File: src/tunnel_macros.svh
// tunnel playfield layout
`ifndef TUNNEL_MACROS_SVH
`define TUNNEL_MACROS_SVH

`define H_ACTIVE 640
`define V_ACTIVE 480

`define COLOR_BG    24'h000000
`define COLOR_FRAME 24'h00FF00
`define COLOR_SCORE 24'h66FFFF

// nested rectangles given by upper-left corner and side lengths
`define FRAME_0_X 63
`define FRAME_0_Y 47
`define FRAME_0_W 514
`define FRAME_0_H 386
`define FRAME_1_X 132
`define FRAME_1_Y 99
`define FRAME_1_W 376
`define FRAME_1_H 283
`define FRAME_2_X 171
`define FRAME_2_Y 128
`define FRAME_2_W 297
`define FRAME_2_H 223
`define FRAME_3_X 197
`define FRAME_3_Y 148
`define FRAME_3_W 245
`define FRAME_3_H 185
`define FRAME_4_X 215
`define FRAME_4_Y 161
`define FRAME_4_W 209
`define FRAME_4_H 157
`define FRAME_5_X 229
`define FRAME_5_Y 171
`define FRAME_5_W 182
`define FRAME_5_H 137
`define FRAME_6_X 239
`define FRAME_6_Y 179
`define FRAME_6_W 162
`define FRAME_6_H 122
`define FRAME_7_X 247
`define FRAME_7_Y 185
`define FRAME_7_W 145
`define FRAME_7_H 109
`define FRAME_8_X 255
`define FRAME_8_Y 191
`define FRAME_8_W 130
`define FRAME_8_H 98

// corner diagonals run rightward when X2 > X1
`define DIAG_0_X1 63
`define DIAG_0_Y1 47
`define DIAG_0_X2 255
`define DIAG_0_Y2 191
`define DIAG_1_X1 384
`define DIAG_1_Y1 288
`define DIAG_1_X2 576
`define DIAG_1_Y2 432
`define DIAG_2_X1 255
`define DIAG_2_Y1 288
`define DIAG_2_X2 63
`define DIAG_2_Y2 432
`define DIAG_3_X1 576
`define DIAG_3_Y1 47
`define DIAG_3_X2 384
`define DIAG_3_Y2 191

// score digit cells
`define SCORE_L_X  64
`define SCORE_R_X  544
`define SCORE_Y    10
`define SCORE_CELL 32

`endif
File: src/tunnel_pkg.sv
// tunnel pipeline beat types
`default_nettype none

package tunnel_pkg;

	// one raster position
	typedef struct packed {
		logic [9:0] x;
		logic [9:0] y;
		// x is the last column
		logic       line_end;
		// first pixel of the frame
		logic       frame_start;
	} pixel_pos_t;

	// after the geometry stage
	typedef struct packed {
		pixel_pos_t pos;
		logic       frame_hit;
		logic       diag_hit;
	} geom_beat_t;

	// after the score stage
	typedef struct packed {
		geom_beat_t geom;
		logic       score_hit;
	} score_beat_t;

	// final pixel to the sink
	typedef struct packed {
		pixel_pos_t  pos;
		logic [23:0] color;
	} out_pixel_t;

endpackage

`default_nettype wire

File: src/tunnel_display.sv
// tunnel playfield display top
`default_nettype none

module tunnel_display import tunnel_pkg::*; (
	input  logic       clk,
	input  logic       rst,
	input  logic [3:0] your_score,
	input  logic [3:0] their_score,
	output out_pixel_t pixel,
	output logic       pix_valid,
	input  logic       pix_ready
);

	pixel_pos_t  pos;
	logic        pos_valid;
	logic        pos_ready;
	geom_beat_t  geom;
	logic        geom_valid;
	logic        geom_ready;
	score_beat_t score;
	logic        score_valid;
	logic        score_ready;

	raster_scan u_scan (
		.clk       (clk),
		.rst       (rst),
		.pos       (pos),
		.pos_valid (pos_valid),
		.pos_ready (pos_ready)
	);

	frame_geometry u_geom (
		.clk       (clk),
		.rst       (rst),
		.in_pos    (pos),
		.in_valid  (pos_valid),
		.in_ready  (pos_ready),
		.out_beat  (geom),
		.out_valid (geom_valid),
		.out_ready (geom_ready)
	);

	score_glyph u_score (
		.clk         (clk),
		.rst         (rst),
		.your_score  (your_score),
		.their_score (their_score),
		.in_beat     (geom),
		.in_valid    (geom_valid),
		.in_ready    (geom_ready),
		.out_beat    (score),
		.out_valid   (score_valid),
		.out_ready   (score_ready)
	);

	color_select u_color (
		.clk       (clk),
		.rst       (rst),
		.in_beat   (score),
		.in_valid  (score_valid),
		.in_ready  (score_ready),
		.pixel     (pixel),
		.pix_valid (pix_valid),
		.pix_ready (pix_ready)
	);

endmodule

`default_nettype wire

File: src/color_select.sv
// pixel colour stage
`default_nettype none
`include "tunnel_macros.svh"

module color_select import tunnel_pkg::*; (
	input  logic        clk,
	input  logic        rst,
	input  score_beat_t in_beat,
	input  logic        in_valid,
	output logic        in_ready,
	output out_pixel_t  pixel,
	output logic        pix_valid,
	input  logic        pix_ready
);

	logic [23:0] color;
	logic        take;

	assign in_ready = !pix_valid || pix_ready;
	assign take     = in_valid && in_ready;

	// green wins over teal
	always_comb begin
		if (in_beat.geom.frame_hit || in_beat.geom.diag_hit)
			color = `COLOR_FRAME;
		else if (in_beat.score_hit)
			color = `COLOR_SCORE;
		else
			color = `COLOR_BG;
	end

	always_ff @(posedge clk) begin
		if (rst)
			pix_valid <= 1'b0;
		else if (in_ready)
			pix_valid <= in_valid;
	end

	always_ff @(posedge clk) begin
		if (take) begin
			pixel.pos   <= in_beat.geom.pos;
			pixel.color <= color;
		end
	end

endmodule

`default_nettype wire

File: src/score_glyph.sv
// seven-segment score stage
`default_nettype none
`include "tunnel_macros.svh"

module score_glyph import tunnel_pkg::*; (
	input  logic        clk,
	input  logic        rst,
	input  logic [3:0]  your_score,
	input  logic [3:0]  their_score,
	input  geom_beat_t  in_beat,
	input  logic        in_valid,
	output logic        in_ready,
	output score_beat_t out_beat,
	output logic        out_valid,
	input  logic        out_ready
);

	localparam logic [9:0] L_X  = `SCORE_L_X;
	localparam logic [9:0] R_X  = `SCORE_R_X;
	localparam logic [9:0] TOP  = `SCORE_Y;
	localparam logic [9:0] CELL = `SCORE_CELL;

	logic [3:0] your_q;
	logic [3:0] their_q;
	logic       take;
	logic       in_left;
	logic       in_right;
	logic       in_rows;
	logic [9:0] cx_full;
	logic [9:0] cy_full;
	logic [4:0] cx;
	logic [4:0] cy;
	logic [6:0] segs;
	logic       lit;
	logic       score_hit;

	// segments {g,f,e,d,c,b,a} with blank above 9
	function automatic logic [6:0] seg7(input logic [3:0] d);
		case (d)
			4'd0:    seg7 = 7'b0111111;
			4'd1:    seg7 = 7'b0000110;
			4'd2:    seg7 = 7'b1011011;
			4'd3:    seg7 = 7'b1001111;
			4'd4:    seg7 = 7'b1100110;
			4'd5:    seg7 = 7'b1101101;
			4'd6:    seg7 = 7'b1111101;
			4'd7:    seg7 = 7'b0000111;
			4'd8:    seg7 = 7'b1111111;
			4'd9:    seg7 = 7'b1101111;
			default: seg7 = 7'b0000000;
		endcase
	endfunction

	assign in_ready = !out_valid || out_ready;
	assign take     = in_valid && in_ready;

	// scores only change at a frame boundary
	always_ff @(posedge clk) begin
		if (take && in_beat.pos.frame_start) begin
			your_q  <= your_score;
			their_q <= their_score;
		end
	end

	assign in_left  = in_beat.pos.x >= L_X && in_beat.pos.x < L_X + CELL;
	assign in_right = in_beat.pos.x >= R_X && in_beat.pos.x < R_X + CELL;
	assign in_rows  = in_beat.pos.y >= TOP && in_beat.pos.y < TOP + CELL;

	// offsets inside the 32x32 cell
	assign cx_full = in_beat.pos.x - (in_left ? L_X : R_X);
	assign cy_full = in_beat.pos.y - TOP;
	assign cx      = cx_full[4:0];
	assign cy      = cy_full[4:0];
	assign segs    = seg7(in_left ? your_q : their_q);

	always_comb begin
		logic span_x;
		logic col_l;
		logic col_r;
		logic upper;
		logic lower;
		span_x = cx >= 5'd6 && cx <= 5'd25;
		col_l  = cx >= 5'd6 && cx <= 5'd9;
		col_r  = cx >= 5'd22 && cx <= 5'd25;
		upper  = cy >= 5'd2 && cy <= 5'd17;
		lower  = cy >= 5'd14 && cy <= 5'd29;
		lit = (segs[0] && span_x && cy >= 5'd2 && cy <= 5'd5)
			|| (segs[1] && col_r && upper)
			|| (segs[2] && col_r && lower)
			|| (segs[3] && span_x && cy >= 5'd26 && cy <= 5'd29)
			|| (segs[4] && col_l && lower)
			|| (segs[5] && col_l && upper)
			|| (segs[6] && span_x && cy >= 5'd14 && cy <= 5'd17);
	end

	assign score_hit = in_rows && (in_left || in_right) && lit;

	always_ff @(posedge clk) begin
		if (rst)
			out_valid <= 1'b0;
		else if (in_ready)
			out_valid <= in_valid;
	end

	always_ff @(posedge clk) begin
		if (take) begin
			out_beat.geom      <= in_beat;
			out_beat.score_hit <= score_hit;
		end
	end

endmodule

`default_nettype wire

File: src/frame_geometry.sv
// rectangle and diagonal hit stage
`default_nettype none
`include "tunnel_macros.svh"

module frame_geometry import tunnel_pkg::*; (
	input  logic       clk,
	input  logic       rst,
	input  pixel_pos_t in_pos,
	input  logic       in_valid,
	output logic       in_ready,
	output geom_beat_t out_beat,
	output logic       out_valid,
	input  logic       out_ready
);

	localparam logic [9:0] FRAME_X [9] = '{`FRAME_0_X, `FRAME_1_X, `FRAME_2_X, `FRAME_3_X,
		`FRAME_4_X, `FRAME_5_X, `FRAME_6_X, `FRAME_7_X, `FRAME_8_X};
	localparam logic [9:0] FRAME_Y [9] = '{`FRAME_0_Y, `FRAME_1_Y, `FRAME_2_Y, `FRAME_3_Y,
		`FRAME_4_Y, `FRAME_5_Y, `FRAME_6_Y, `FRAME_7_Y, `FRAME_8_Y};
	localparam logic [9:0] FRAME_W [9] = '{`FRAME_0_W, `FRAME_1_W, `FRAME_2_W, `FRAME_3_W,
		`FRAME_4_W, `FRAME_5_W, `FRAME_6_W, `FRAME_7_W, `FRAME_8_W};
	localparam logic [9:0] FRAME_H [9] = '{`FRAME_0_H, `FRAME_1_H, `FRAME_2_H, `FRAME_3_H,
		`FRAME_4_H, `FRAME_5_H, `FRAME_6_H, `FRAME_7_H, `FRAME_8_H};

	localparam logic [9:0] DIAG_X1 [4] = '{`DIAG_0_X1, `DIAG_1_X1, `DIAG_2_X1, `DIAG_3_X1};
	localparam logic [9:0] DIAG_Y1 [4] = '{`DIAG_0_Y1, `DIAG_1_Y1, `DIAG_2_Y1, `DIAG_3_Y1};
	localparam logic [9:0] DIAG_X2 [4] = '{`DIAG_0_X2, `DIAG_1_X2, `DIAG_2_X2, `DIAG_3_X2};
	localparam logic [9:0] DIAG_Y2 [4] = '{`DIAG_0_Y2, `DIAG_1_Y2, `DIAG_2_Y2, `DIAG_3_Y2};

	logic [9:0] x_start [4];
	logic [1:0] cnt3 [4];
	logic       frame_hit;
	logic       diag_hit;
	logic       take;

	assign in_ready = !out_valid || out_ready;
	assign take     = in_valid && in_ready;

	// outline is top and bottom rows plus left and right columns
	always_comb begin
		frame_hit = 1'b0;
		for (int i = 0; i < 9; i++) begin
			if ((in_pos.y == FRAME_Y[i] || in_pos.y == FRAME_Y[i] + FRAME_H[i] - 10'd1)
					&& in_pos.x >= FRAME_X[i] && in_pos.x < FRAME_X[i] + FRAME_W[i])
				frame_hit = 1'b1;
			if ((in_pos.x == FRAME_X[i] || in_pos.x == FRAME_X[i] + FRAME_W[i] - 10'd1)
					&& in_pos.y >= FRAME_Y[i] && in_pos.y < FRAME_Y[i] + FRAME_H[i])
				frame_hit = 1'b1;
		end
	end

	// trackers step once per transferred line end
	always_ff @(posedge clk) begin
		if (rst) begin
			for (int i = 0; i < 4; i++) begin
				x_start[i] <= DIAG_X1[i];
				cnt3[i]    <= 2'd0;
			end
		end else if (take && in_pos.line_end) begin
			for (int i = 0; i < 4; i++) begin
				if (in_pos.y + 10'd1 == DIAG_Y1[i]) begin
					x_start[i] <= DIAG_X1[i];
					cnt3[i]    <= 2'd0;
				end else if (in_pos.y >= DIAG_Y1[i] && in_pos.y <= DIAG_Y2[i]) begin
					if (cnt3[i] == 2'd2) begin
						cnt3[i]    <= 2'd0;
						x_start[i] <= (DIAG_X2[i] > DIAG_X1[i]) ? x_start[i] + 10'd2
							: x_start[i] - 10'd2;
					end else begin
						cnt3[i]    <= cnt3[i] + 2'd1;
						x_start[i] <= (DIAG_X2[i] > DIAG_X1[i]) ? x_start[i] + 10'd1
							: x_start[i] - 10'd1;
					end
				end
			end
		end
	end

	// band is 2 wide, 3 on the row before a double step
	always_comb begin
		logic       in_box;
		logic       band;
		logic [9:0] span;
		diag_hit = 1'b0;
		for (int i = 0; i < 4; i++) begin
			span   = (cnt3[i] == 2'd2) ? 10'd2 : 10'd1;
			in_box = in_pos.y >= DIAG_Y1[i] && in_pos.y <= DIAG_Y2[i]
				&& in_pos.x >= ((DIAG_X2[i] > DIAG_X1[i]) ? DIAG_X1[i] : DIAG_X2[i])
				&& in_pos.x <= ((DIAG_X2[i] > DIAG_X1[i]) ? DIAG_X2[i] : DIAG_X1[i]);
			if (DIAG_X2[i] > DIAG_X1[i])
				band = in_pos.x >= x_start[i] && in_pos.x <= x_start[i] + span;
			else
				band = in_pos.x <= x_start[i] && in_pos.x >= x_start[i] - span;
			if (in_box && band)
				diag_hit = 1'b1;
		end
	end

	always_ff @(posedge clk) begin
		if (rst)
			out_valid <= 1'b0;
		else if (in_ready)
			out_valid <= in_valid;
	end

	always_ff @(posedge clk) begin
		if (take) begin
			out_beat.pos       <= in_pos;
			out_beat.frame_hit <= frame_hit;
			out_beat.diag_hit  <= diag_hit;
		end
	end

endmodule

`default_nettype wire

File: src/raster_scan.sv
// raster position source
`default_nettype none
`include "tunnel_macros.svh"

module raster_scan import tunnel_pkg::*; (
	input  logic       clk,
	input  logic       rst,
	output pixel_pos_t pos,
	output logic       pos_valid,
	input  logic       pos_ready
);

	logic [9:0] x;
	logic [9:0] y;
	logic       last_col;
	logic       last_row;
	logic       advance;

	assign last_col = (x == 10'(`H_ACTIVE - 1));
	assign last_row = (y == 10'(`V_ACTIVE - 1));
	assign advance  = pos_valid && pos_ready;

	always_ff @(posedge clk) begin
		if (rst) begin
			x         <= '0;
			y         <= '0;
			pos_valid <= 1'b0;
		end else begin
			// always has a pixel to offer once out of reset
			pos_valid <= 1'b1;
			if (advance) begin
				if (last_col) begin
					x <= '0;
					y <= last_row ? '0 : y + 10'd1;
				end else begin
					x <= x + 10'd1;
				end
			end
		end
	end

	// counters only move on a transfer, so pos holds while stalled
	always_comb begin
		pos.x           = x;
		pos.y           = y;
		pos.line_end    = last_col;
		pos.frame_start = (x == '0) && (y == '0);
	end

endmodule

`default_nettype wire

File: config.mk
export PLATFORM = sky130hd
export DESIGN_NAME = tunnel_display
export DESIGN_NICKNAME = d
export VERILOG_FILES = /design/src/tunnel_pkg.sv /design/src/tunnel_display.sv /design/src/color_select.sv /design/src/score_glyph.sv /design/src/frame_geometry.sv /design/src/raster_scan.sv
export VERILOG_INCLUDE_DIRS = /design/src /design/src/src
export SDC_FILE = /design/constraint.sdc
export NUM_CORES = 1
export LEC_CHECK = 0
export BUFFER_PORTS_ARGS = -buffer_cell sky130_fd_sc_hd__buf_2
export CAP_MARGIN = 30
export CORE_MARGIN = 5
export CORE_UTILIZATION = 55
export CTS_CLUSTER_DIAMETER = 80
export DETAILED_ROUTE_END_ITERATION = 6
export GPL_ROUTABILITY_DRIVEN = 0
export GPL_TIMING_DRIVEN = 0
export PLACE_DENSITY = 0.73
export SLEW_MARGIN = 10
export SYNTH_ARGS = -nofsm -noshare
export SYNTH_HDL_FRONTEND = slang
export SYNTH_SLANG_ARGS = --single-unit
File: constraint.sdc
create_clock -name clk -period 6.5 [get_ports clk]
set_clock_uncertainty 0.15 [all_clocks]
set_input_delay 0.975 -clock clk [delete_from_list [all_inputs] [get_ports clk]]
set_output_delay 0.975 -clock clk [all_outputs]
set_load 0.005 [all_outputs]
**After elaboration in Yosys (flattened, before gate mapping)**

Memories as Yosys holds them, arrays and structs flattened.
Cells that the tools add are included.

- Order comparisons: 66
- $add $sub $neg: 20
- Eq/ne operators: 44
- Reductions and logical operators: 124
- Mux-type cells: 93
- Bitwise logic cells: 24

Operators by type and width:

| operator | count |
|---|---|
| $eq A10 B9 Y1 const B | 19 |
| $lt A10 B9 Y1 const B | 17 |
| $eq A10 B8 Y1 const B | 15 |
| $ge A10 B8 Y1 const B | 15 |
| $mux W10 | 14 |
| $logic_and A1 B1 Y1 | 87 |
| $mux W1 | 61 |
| $add A10 B1 Y10 const B | 4 |
| $ge A10 B10 Y1 | 4 |
| $le A10 B10 Y1 | 4 |
| $mux W2 | 16 |
| $eq A10 B6 Y1 const B | 3 |
| $logic_or A1 B1 Y1 | 29 |
| $or A1 B1 Y1 | 24 |
| $mux W23 | 1 |
| $add A10 B10 Y10 | 2 |
| $add A10 B2 Y10 const B | 2 |
| $eq A10 B10 Y1 const B | 2 |
| $ge A10 B6 Y1 const B | 2 |
| $ge A10 B7 Y1 const B | 2 |
| $ge A10 B9 Y1 const B | 2 |
| $le A10 B8 Y1 const B | 2 |
| $logic_not A10 Y1 | 2 |
| $lt A10 B10 Y1 const B | 2 |
| other kinds (26) | 40 |

- Register bits after elaboration: 127
- Bits in writable memories: 48
- Output and inout bits: 47
- Memories kept: 3
- ROM bits: 112

Memories:

| name | words | bits a word | read ports | clocked after memory_dff | wr ports | line | source |
|---|---|---|---|---|---|---|---|
| (name not given) | 16 | 7 | 1 | 0 | 0 | score_glyph.sv:39 | `case (d)` |
| u_geom.x_start | 4 | 10 | 4 | 0 | 4 | frame_geometry.sv:30 | `logic [9:0] x_start [4];` |
| u_geom.cnt3 | 4 | 2 | 4 | 0 | 4 | frame_geometry.sv:31 | `logic [1:0] cnt3 [4];` |

**Depth between registers and ports, before layout**

Gate-level depths: netlist (run 1).
An unclocked memory read counts as a cell.

- Depth after elaboration: 14
- Gate-level depth with buffers: 17

**Modules after synthesis**

Synthesis (run 1) repeated with hierarchy kept, for this count alone.

- Cells, all modules: 1172
- Area total of the unflattened synthesis: 11262.1 um^2

By module, submodules not included:

| module | instances | seq. area each (um^2) | cells an instance | area an instance (um^2) |
|---|---|---|---|---|
| frame_geometry | 1 | 2182.1 | 834 | 7372.1 |
| score_glyph | 1 | 1011.0 | 151 | 1806.7 |
| raster_scan | 1 | 420.4 | 133 | 1138.6 |
| color_select | 1 | 740.7 | 54 | 944.7 |

**Worst setup path after synthesis (run 1)**

OpenSTA, ideal clock, no wires.

- Path type: reg2reg
- From: memory u_geom.cnt3[2][0]
- To: register u_geom.out_beat[0] (netlist name) (data pin)
- Slack: 2.768 ns
- Period minus slack after synthesis: 3.732 ns
- Cell stages (with the launch flop): 16
- Arrival time: 3.314 ns
- Data required time: 6.083 ns
- Path through: edfxtp_1 -> inv_1 -> ha_1 -> clkbuf_1 -> inv_1 -> ha_1 -> a21o_1 -> or4_1 -> nor3_1 -> xnor2_1 -> ha_1 -> a2111oi_0 -> o21ai_1 -> a311oi_1 -> a2111o_1 -> nand4_1

RTL lines:

| what | line | source |
|---|---|---|
| from (decl) | frame_geometry.sv:31 |  |
| to (decl) | frame_geometry.sv:11 | `output geom_beat_t out_beat,` |

==> metrics, run 1 <==
status=completed; arrival time at the worst endpoint=4.21 ns; CTS sink cnt=153; Final min period=4.21 ns; vias per inst=5.90; Synth Area per Inst=9.51 um2; Seq/Total Area, Yosys=0.397; Critical R2R Launch=u_geom.cnt3[2][0]; Port Buffers=52; Iter 0 DRT Violations=591; initial antenna violation count=0; Clock Latency Late Sink=0.44 ns; I/O pin total=58; CTS resizes=0; CTS tree=done; dpl hpwl=18800 um; Startpoint Class=flip-flop; Placed Area=11600 um2; # rows=51; simple logic cell fraction of the synthesized area=0.190; Worst-path clk slew=0.07 ns; total CTS buffers=17; sum of negative setup slack=0 ns; worst slew pin tran=0.850 ns; Post-Synth Adder-Cell Area=0.143; post-synthesis async set-or-reset flop share=0; register area=4350 um2; synthesized area=11000 um2; Hold Path Origin=u_score.out_beat[23]; core region area=19500 um2; root buffer cell=clkbuf_16; f_max=238 MHz; full die area=22800 um2; Yosys top cell by area=edfxtp_1; footprint of the multi-input gates=5940 um2; Layout Cells excl Fill=1506; area delta synth->final=11.3%; placed insts=1474; DRC viols=0; final setup fails=0; Avg WL per Cell=17.0 um; global-route wire length before repair=42100 um; fillers=1619; dominant cell by count in the synthesized netlist=edfxtp_1; Max Slew Vio Count=0; Tcrit/Tclk final=0.647; Layout Nets=1362; CP endpoint kind=flip-flop; Critical Path Start=u_geom.cnt3[2][0]; Syn Inst Count=1152; GRT Total Usage=0.232; CP max FO=10; Distinct cells, synth=78; internal reg-to-reg setup slack=2.29 ns; Clock Path Buffers=2; Vias=8883; H-tree depth=4; Main synth FF type=edfxtp_1; leakage=4.85 nW; vias in the first global route=8656; fraction of layout cells with a size suffix above 1=0.110; crit path kind=reg -> reg; # Post-CTS Setup Buffers=0; Final Hold Fails=0; Die Y-Extent=151 um; Antenna Cells=0; Max transition margin=0.432; mux cell area share after synthesis=0.0104; fin area=12200 um2; xor and xnor area share after synthesis=0.0631; Worst Hold Class=reg -> reg; Synth top cells by count=edfxtp_1, ha_1, nor2_1; main combinational cell family by area after synthesis=simple AND/OR/NAND/NOR gates; Starting Density=0.561; RSZ-0062 raised after global routing=false; number of flops mapped to enable cells by yosys=129; VDD IR max=0.000185 V; Hold-fix buffers, CTS=0; Synth area leaders=edfxtp_1, ha_1, xnor2_1, dfxtp_1, nor2_1; required time of the critical path=6.50 ns; global route total overflow=0; Synth Area in Compound Gates=0.133; Yosys reg bits=153; DIE WIDTH=151 um; max_cap viols=0; Yosys top cell area share=0.353; Routed Antenna Nets=0; PwrDens=193 nW/um2; Routed WL=25700 um; drt first pass iters=7; largest net degree at the start of global routing=31; Synth warnings=0
[path summary, 6_finish.rpt]
path         depth (start not counted)                 end
max                                 15  u_geom.out_beat[0]
min                                  0   u_color.pixel[44]
max reg2reg                         15  u_geom.out_beat[0]
min reg2reg                          0   u_color.pixel[44]
[sequential cells by signal, summed over array words and instances (netlist names)]
| signal | count |
|---|---|
| u_scan.y | 10 |
| u_geom.out_valid | 1 |
| u_color.pixel | 24 |
| u_score.out_beat | 25 |
| u_color.pix_valid | 1 |
| u_score.out_valid | 1 |
| u_geom.cnt3 | 8 |
| u_scan.pos_valid | 1 |
| u_score.your_q | 4 |
| u_geom.x_start | 40 |
| u_scan.x | 10 |
| u_geom.out_beat | 24 |
| u_score.their_q | 4 |
[power by group]
group	leakage (nW)	total, mW	internal, mW	switching [mW]
clock	0.289	1.01	0.549	0.466
combinational	3.14	0.215	0.0913	0.124
sequential	1.43	1.12	1.10	0.0284
total	4.85	2.35	1.74	0.618
[layout by cell type, fill, tap and decap left out, types with 16 or more instances in the layout]
cell,count
buf_2,64
nor2b_1,22
nand4_1,22
xnor2_1,65
nand3_1,32
a21oi_1,49
nand2_1,96
o21ai_0,47
inv_1,78
nor2_1,104
clkbuf_16,17
buf_4,22
clkbuf_1,33
edfxtp_1,129
ha_1,119
nor3_1,44
dfxtp_1,24
a211oi_1,16
[per-layer routing]
| layer | track usage | vias up | wire length [um] |
|---|---|---|---|
| met5 | 0 | - | 0 |
| met4 | 0.111 | 0 | 1170 |
| met2 | 0.383 | 387 | 11800 |
| li1 | - | 4315 | - |
| met3 | 0.0488 | 92 | 1870 |
| met1 | 0.291 | 4089 | 10800 |
[kinds of logic (layout without fill, tap and decap cells)]
kind of cell	after synthesis	in the layout
other	1	4
AND/OR/NAND/NOR	410	410
AO/OA/AOI/OAI	223	223
multiplexers	11	11
adder cells (fa/ha/maj)	123	123
buffers and inverters	152	238
flip-flops	153	153
XOR/XNOR	79	79
[per-stage QoR]
step	power (mW)	hold WS (ns)	util	worst slack, ns
final	2.35	0.260	0.625	2.29
after floorplan	1.30	0.250	-	2.77
after CTS	2.37	0.265	0.625	2.27
after global placement	1.35	0.251	0.592	2.31
after global routing	2.45	0.274	0.625	1.89
after detailed placement	1.36	0.255	0.594	2.30
[critical path: stages, from the launching register on]
cell and delay (ns):
edfxtp_1 0.38, inv_1 0.07, ha_1 0.13, clkbuf_1 0.33, inv_1 0.18, ha_1 0.31
a21o_1 0.17, or4_1 0.49, nor3_1 0.22, xnor2_1 0.16, ha_1 0.26, a2111oi_0 0.37
o21ai_1 0.15, a311oi_1 0.29, a2111o_1 0.13, nand4_1 0.14
[cell type report]
cell class                 count  share of cell area
buffer                        71              0.0311
clock inverter                15              0.0145
inverter                      81              0.0249
multi-input combinational    850               0.487
sequential                   153               0.357
timing repair buffer          54              0.0238
tap                          265              0.0272
clock buffer                  17              0.0349
Note: power is estimated with default switching activity, not from simulation.
==> run 2: changes to the inputs <==
clock period = 3.9 ns   (was 6.5 ns; I/O delays follow)
==> run 2 against run 1 <==
Net effect: clock-buffer cell count stayed put; via count rose by 0.92%; utilization rose by 0.38 points; combinational power rose by 70%; critical endpoint unchanged; fmax up 14%; critical path type unchanged; worst setup slack worse by 2.1 ns; sequential power increased by 67%.
==> metrics, run 2 (same netlist as run 1, synthesis figures left out) <==
CP max FO=5 (was 10); final setup fails=0 (unchanged); footprint of the multi-input gates=5990 um2 (was 5940 um2); Iter 0 DRT Violations=698 (was 591); Pwr Total=3.93 mW (was 2.35 mW); Startpoint Class=flip-flop (unchanged); max reg flops=40 (unchanged); Port Buffers=52 (unchanged); Routed Antenna Nets=0 (unchanged); largest registers=u_geom.x_start: 40 flops, u_score.out_beat: 25 flops (unchanged); GRT Total Usage=0.232 (about the same); Critical R2R Launch=u_geom.cnt3[2][0] (unchanged); CTS sink cnt=153 (unchanged); PwrDens=320 nW/um2 (was 193 nW/um2); hold depth=1 (was 0); VDD IR max=0.000312 V (was 0.000185 V); R2R Path End=u_geom.out_beat[0] (unchanged); Hold Path Origin=their_score[3] (was u_score.out_beat[23]); Avg WL per Cell=17.1 um (was 17.0 um); internal reg-to-reg setup slack=0.22 ns (was 2.29 ns); commonest non-fill, non-tap cell in the layout=edfxtp_1 (unchanged); largest net degree at the start of global routing=31 (unchanged); core region area=19500 um2 (unchanged); Worst-path clk slew=0.07 ns (about the same); global route total overflow=0 (unchanged); worst slew pin tran=0.894 ns (was 0.850 ns); Antenna Cells=0 (unchanged); Clock Path Buffers=2 (unchanged); status=completed (unchanged); Starting Density=0.561 (unchanged); DIE WIDTH=151 um (unchanged); WP buf/inv=2 (was 3); Max Slew Vio Count=0 (unchanged); Tcrit/Tclk final=0.945 (was 0.647); # rows=51 (unchanged); area delta synth->final=12.0% (was 11.3%); most frequent cells in the layout=edfxtp_1, ha_1, nor2_1, nand2_1, inv_1 (unchanged); Die Y-Extent=151 um (unchanged); Top reg by flops=u_geom.x_start (unchanged); fraction of layout cells with a size suffix above 1=0.121 (was 0.110); Hold-fix buffers, CTS=0 (unchanged); Layout Nets=1365 (was 1362); CTS tree=done (unchanged); fillers=1611 (was 1619); drt first pass iters=6 (was 7); leakage=4.88 nW (was 4.85 nW); reg2reg path depth=14 (was 15); Clock Latency Late Sink=0.44 ns (about the same); full die area=22800 um2 (unchanged); hold endpoint=u_score.their_q[3] (was u_color.pixel[44]); Max transition margin=0.403 (was 0.432); vias in the first global route=8648 (was 8656); final core utilization=0.629 (was 0.625); Worst Hold Class=in -> reg (was reg -> reg); root buffer cell=clkbuf_16 (unchanged); DRC viols=0 (unchanged); CP endpoint kind=flip-flop (unchanged); critical path cell sequence=inv_1, ha_4, inv_1, ha_1, a21o_1, or4_4, nor3_2, xnor2_1, ha_1, a2111oi_2, o21ai_1, a311oi_1, a2111o_1, nand4_1 (was inv_1, ha_1, clkbuf_1, inv_1, ha_1, a21o_1, or4_1, nor3_1, xnor2_1, ha_1, a2111oi_0, o21ai_1, a311oi_1, a2111o_1, nand4_1); I/O pin total=58 (unchanged); H-tree depth=4 (unchanged); Vias=8965 (was 8883); arrival time at the worst endpoint=3.69 ns (was 4.21 ns); f_max=271 MHz (was 238 MHz); total CTS buffers=17 (unchanged); required time of the critical path=3.90 ns (was 6.50 ns); global-route wire length before repair=42000 um (was 42100 um); vias per inst=5.94 (was 5.90); max_cap viols=0 (unchanged); CP max-delay cell=or4_4 (was or4_1); initial antenna violation count=0 (unchanged); dpl hpwl=18800 um (unchanged); CP max stage delay=0.46 ns (was 0.49 ns); Routed WL=25800 um (was 25700 um); Final Hold Fails=0 (unchanged); cell family with most CP delay=compound AO/OA/AOI/OAI gates (unchanged); register area=4360 um2 (was 4350 um2); Final min period=3.68 ns (was 4.21 ns); crit path kind=reg -> reg (unchanged)
run 2: power by group:
part / internal [mW] / switching [mW] / leakage [nW]
clock network: 0.915 / 0.776 / 0.289
logic: 0.157 / 0.209 / 3.16
registers: 1.83 / 0.0481 / 1.43
run 2: layer usage:
layer / vias up / wire [um] / GRT usage
met3: 92 / 1970 / 0.0479
met4: 0 / 1170 / 0.113
met2: 421 / 11900 / 0.382
met1: 4124 / 10800 / 0.291
met5: - / 0 / 0
li1: 4328 / - / -
run 2: area by class of cell:
cell class	instances	area share
timing repair buffer	58	0.0261
inverter	81	0.0248
clock inverter	15	0.0144
sequential	153	0.355
clock buffer	17	0.0347
multi-input combinational	850	0.488
buffer	70	0.0306
tap	265	0.0270
run 2: worst max-delay path by stage:
stage,start,endpoint,slack (ns),cells past startpoint
2_1_floorplan,u_geom.cnt3[2][0],u_geom.out_beat[0],0.17,15
3_3_place_gp,u_geom.cnt3[2][0],u_geom.out_beat[0],-0.29,15
3_5_place_dp,u_geom.cnt3[2][0],u_geom.out_beat[0],-0.30,15
4_1_cts,u_geom.cnt3[2][1],u_geom.out_beat[0],0.05,15
5_1_grt,u_geom.cnt3[2][1],u_geom.out_beat[0],-0.003,15
6_report,u_geom.cnt3[2][0],u_geom.out_beat[0],0.22,14
run 2: through the flow:
step	setup TNS [ns]	hold WS [ns]	setup WS, ns	instances	instance area, um2
after CTS	0	0.160	0.0461	1505	12200
after detailed placement	-0.717	0.255	-0.304	1474	11600
after global routing	-0.00257	0.158	-0.00257	1509	12300
after global placement	-0.434	0.251	-0.289	1472	11600
after floorplan	0	0.250	0.168	1155	11000
final	0	0.168	0.216	1509	12300
run 2: timing repair:
| item | 4_1_cts | 5_1_grt |
|---|---|---|
| resized for setup | 4 | 7 |
| buffers inserted | 0 | 4 |
| pin swaps | 0 | 2 |
| setup endpoints to repair | 11 | 2 |
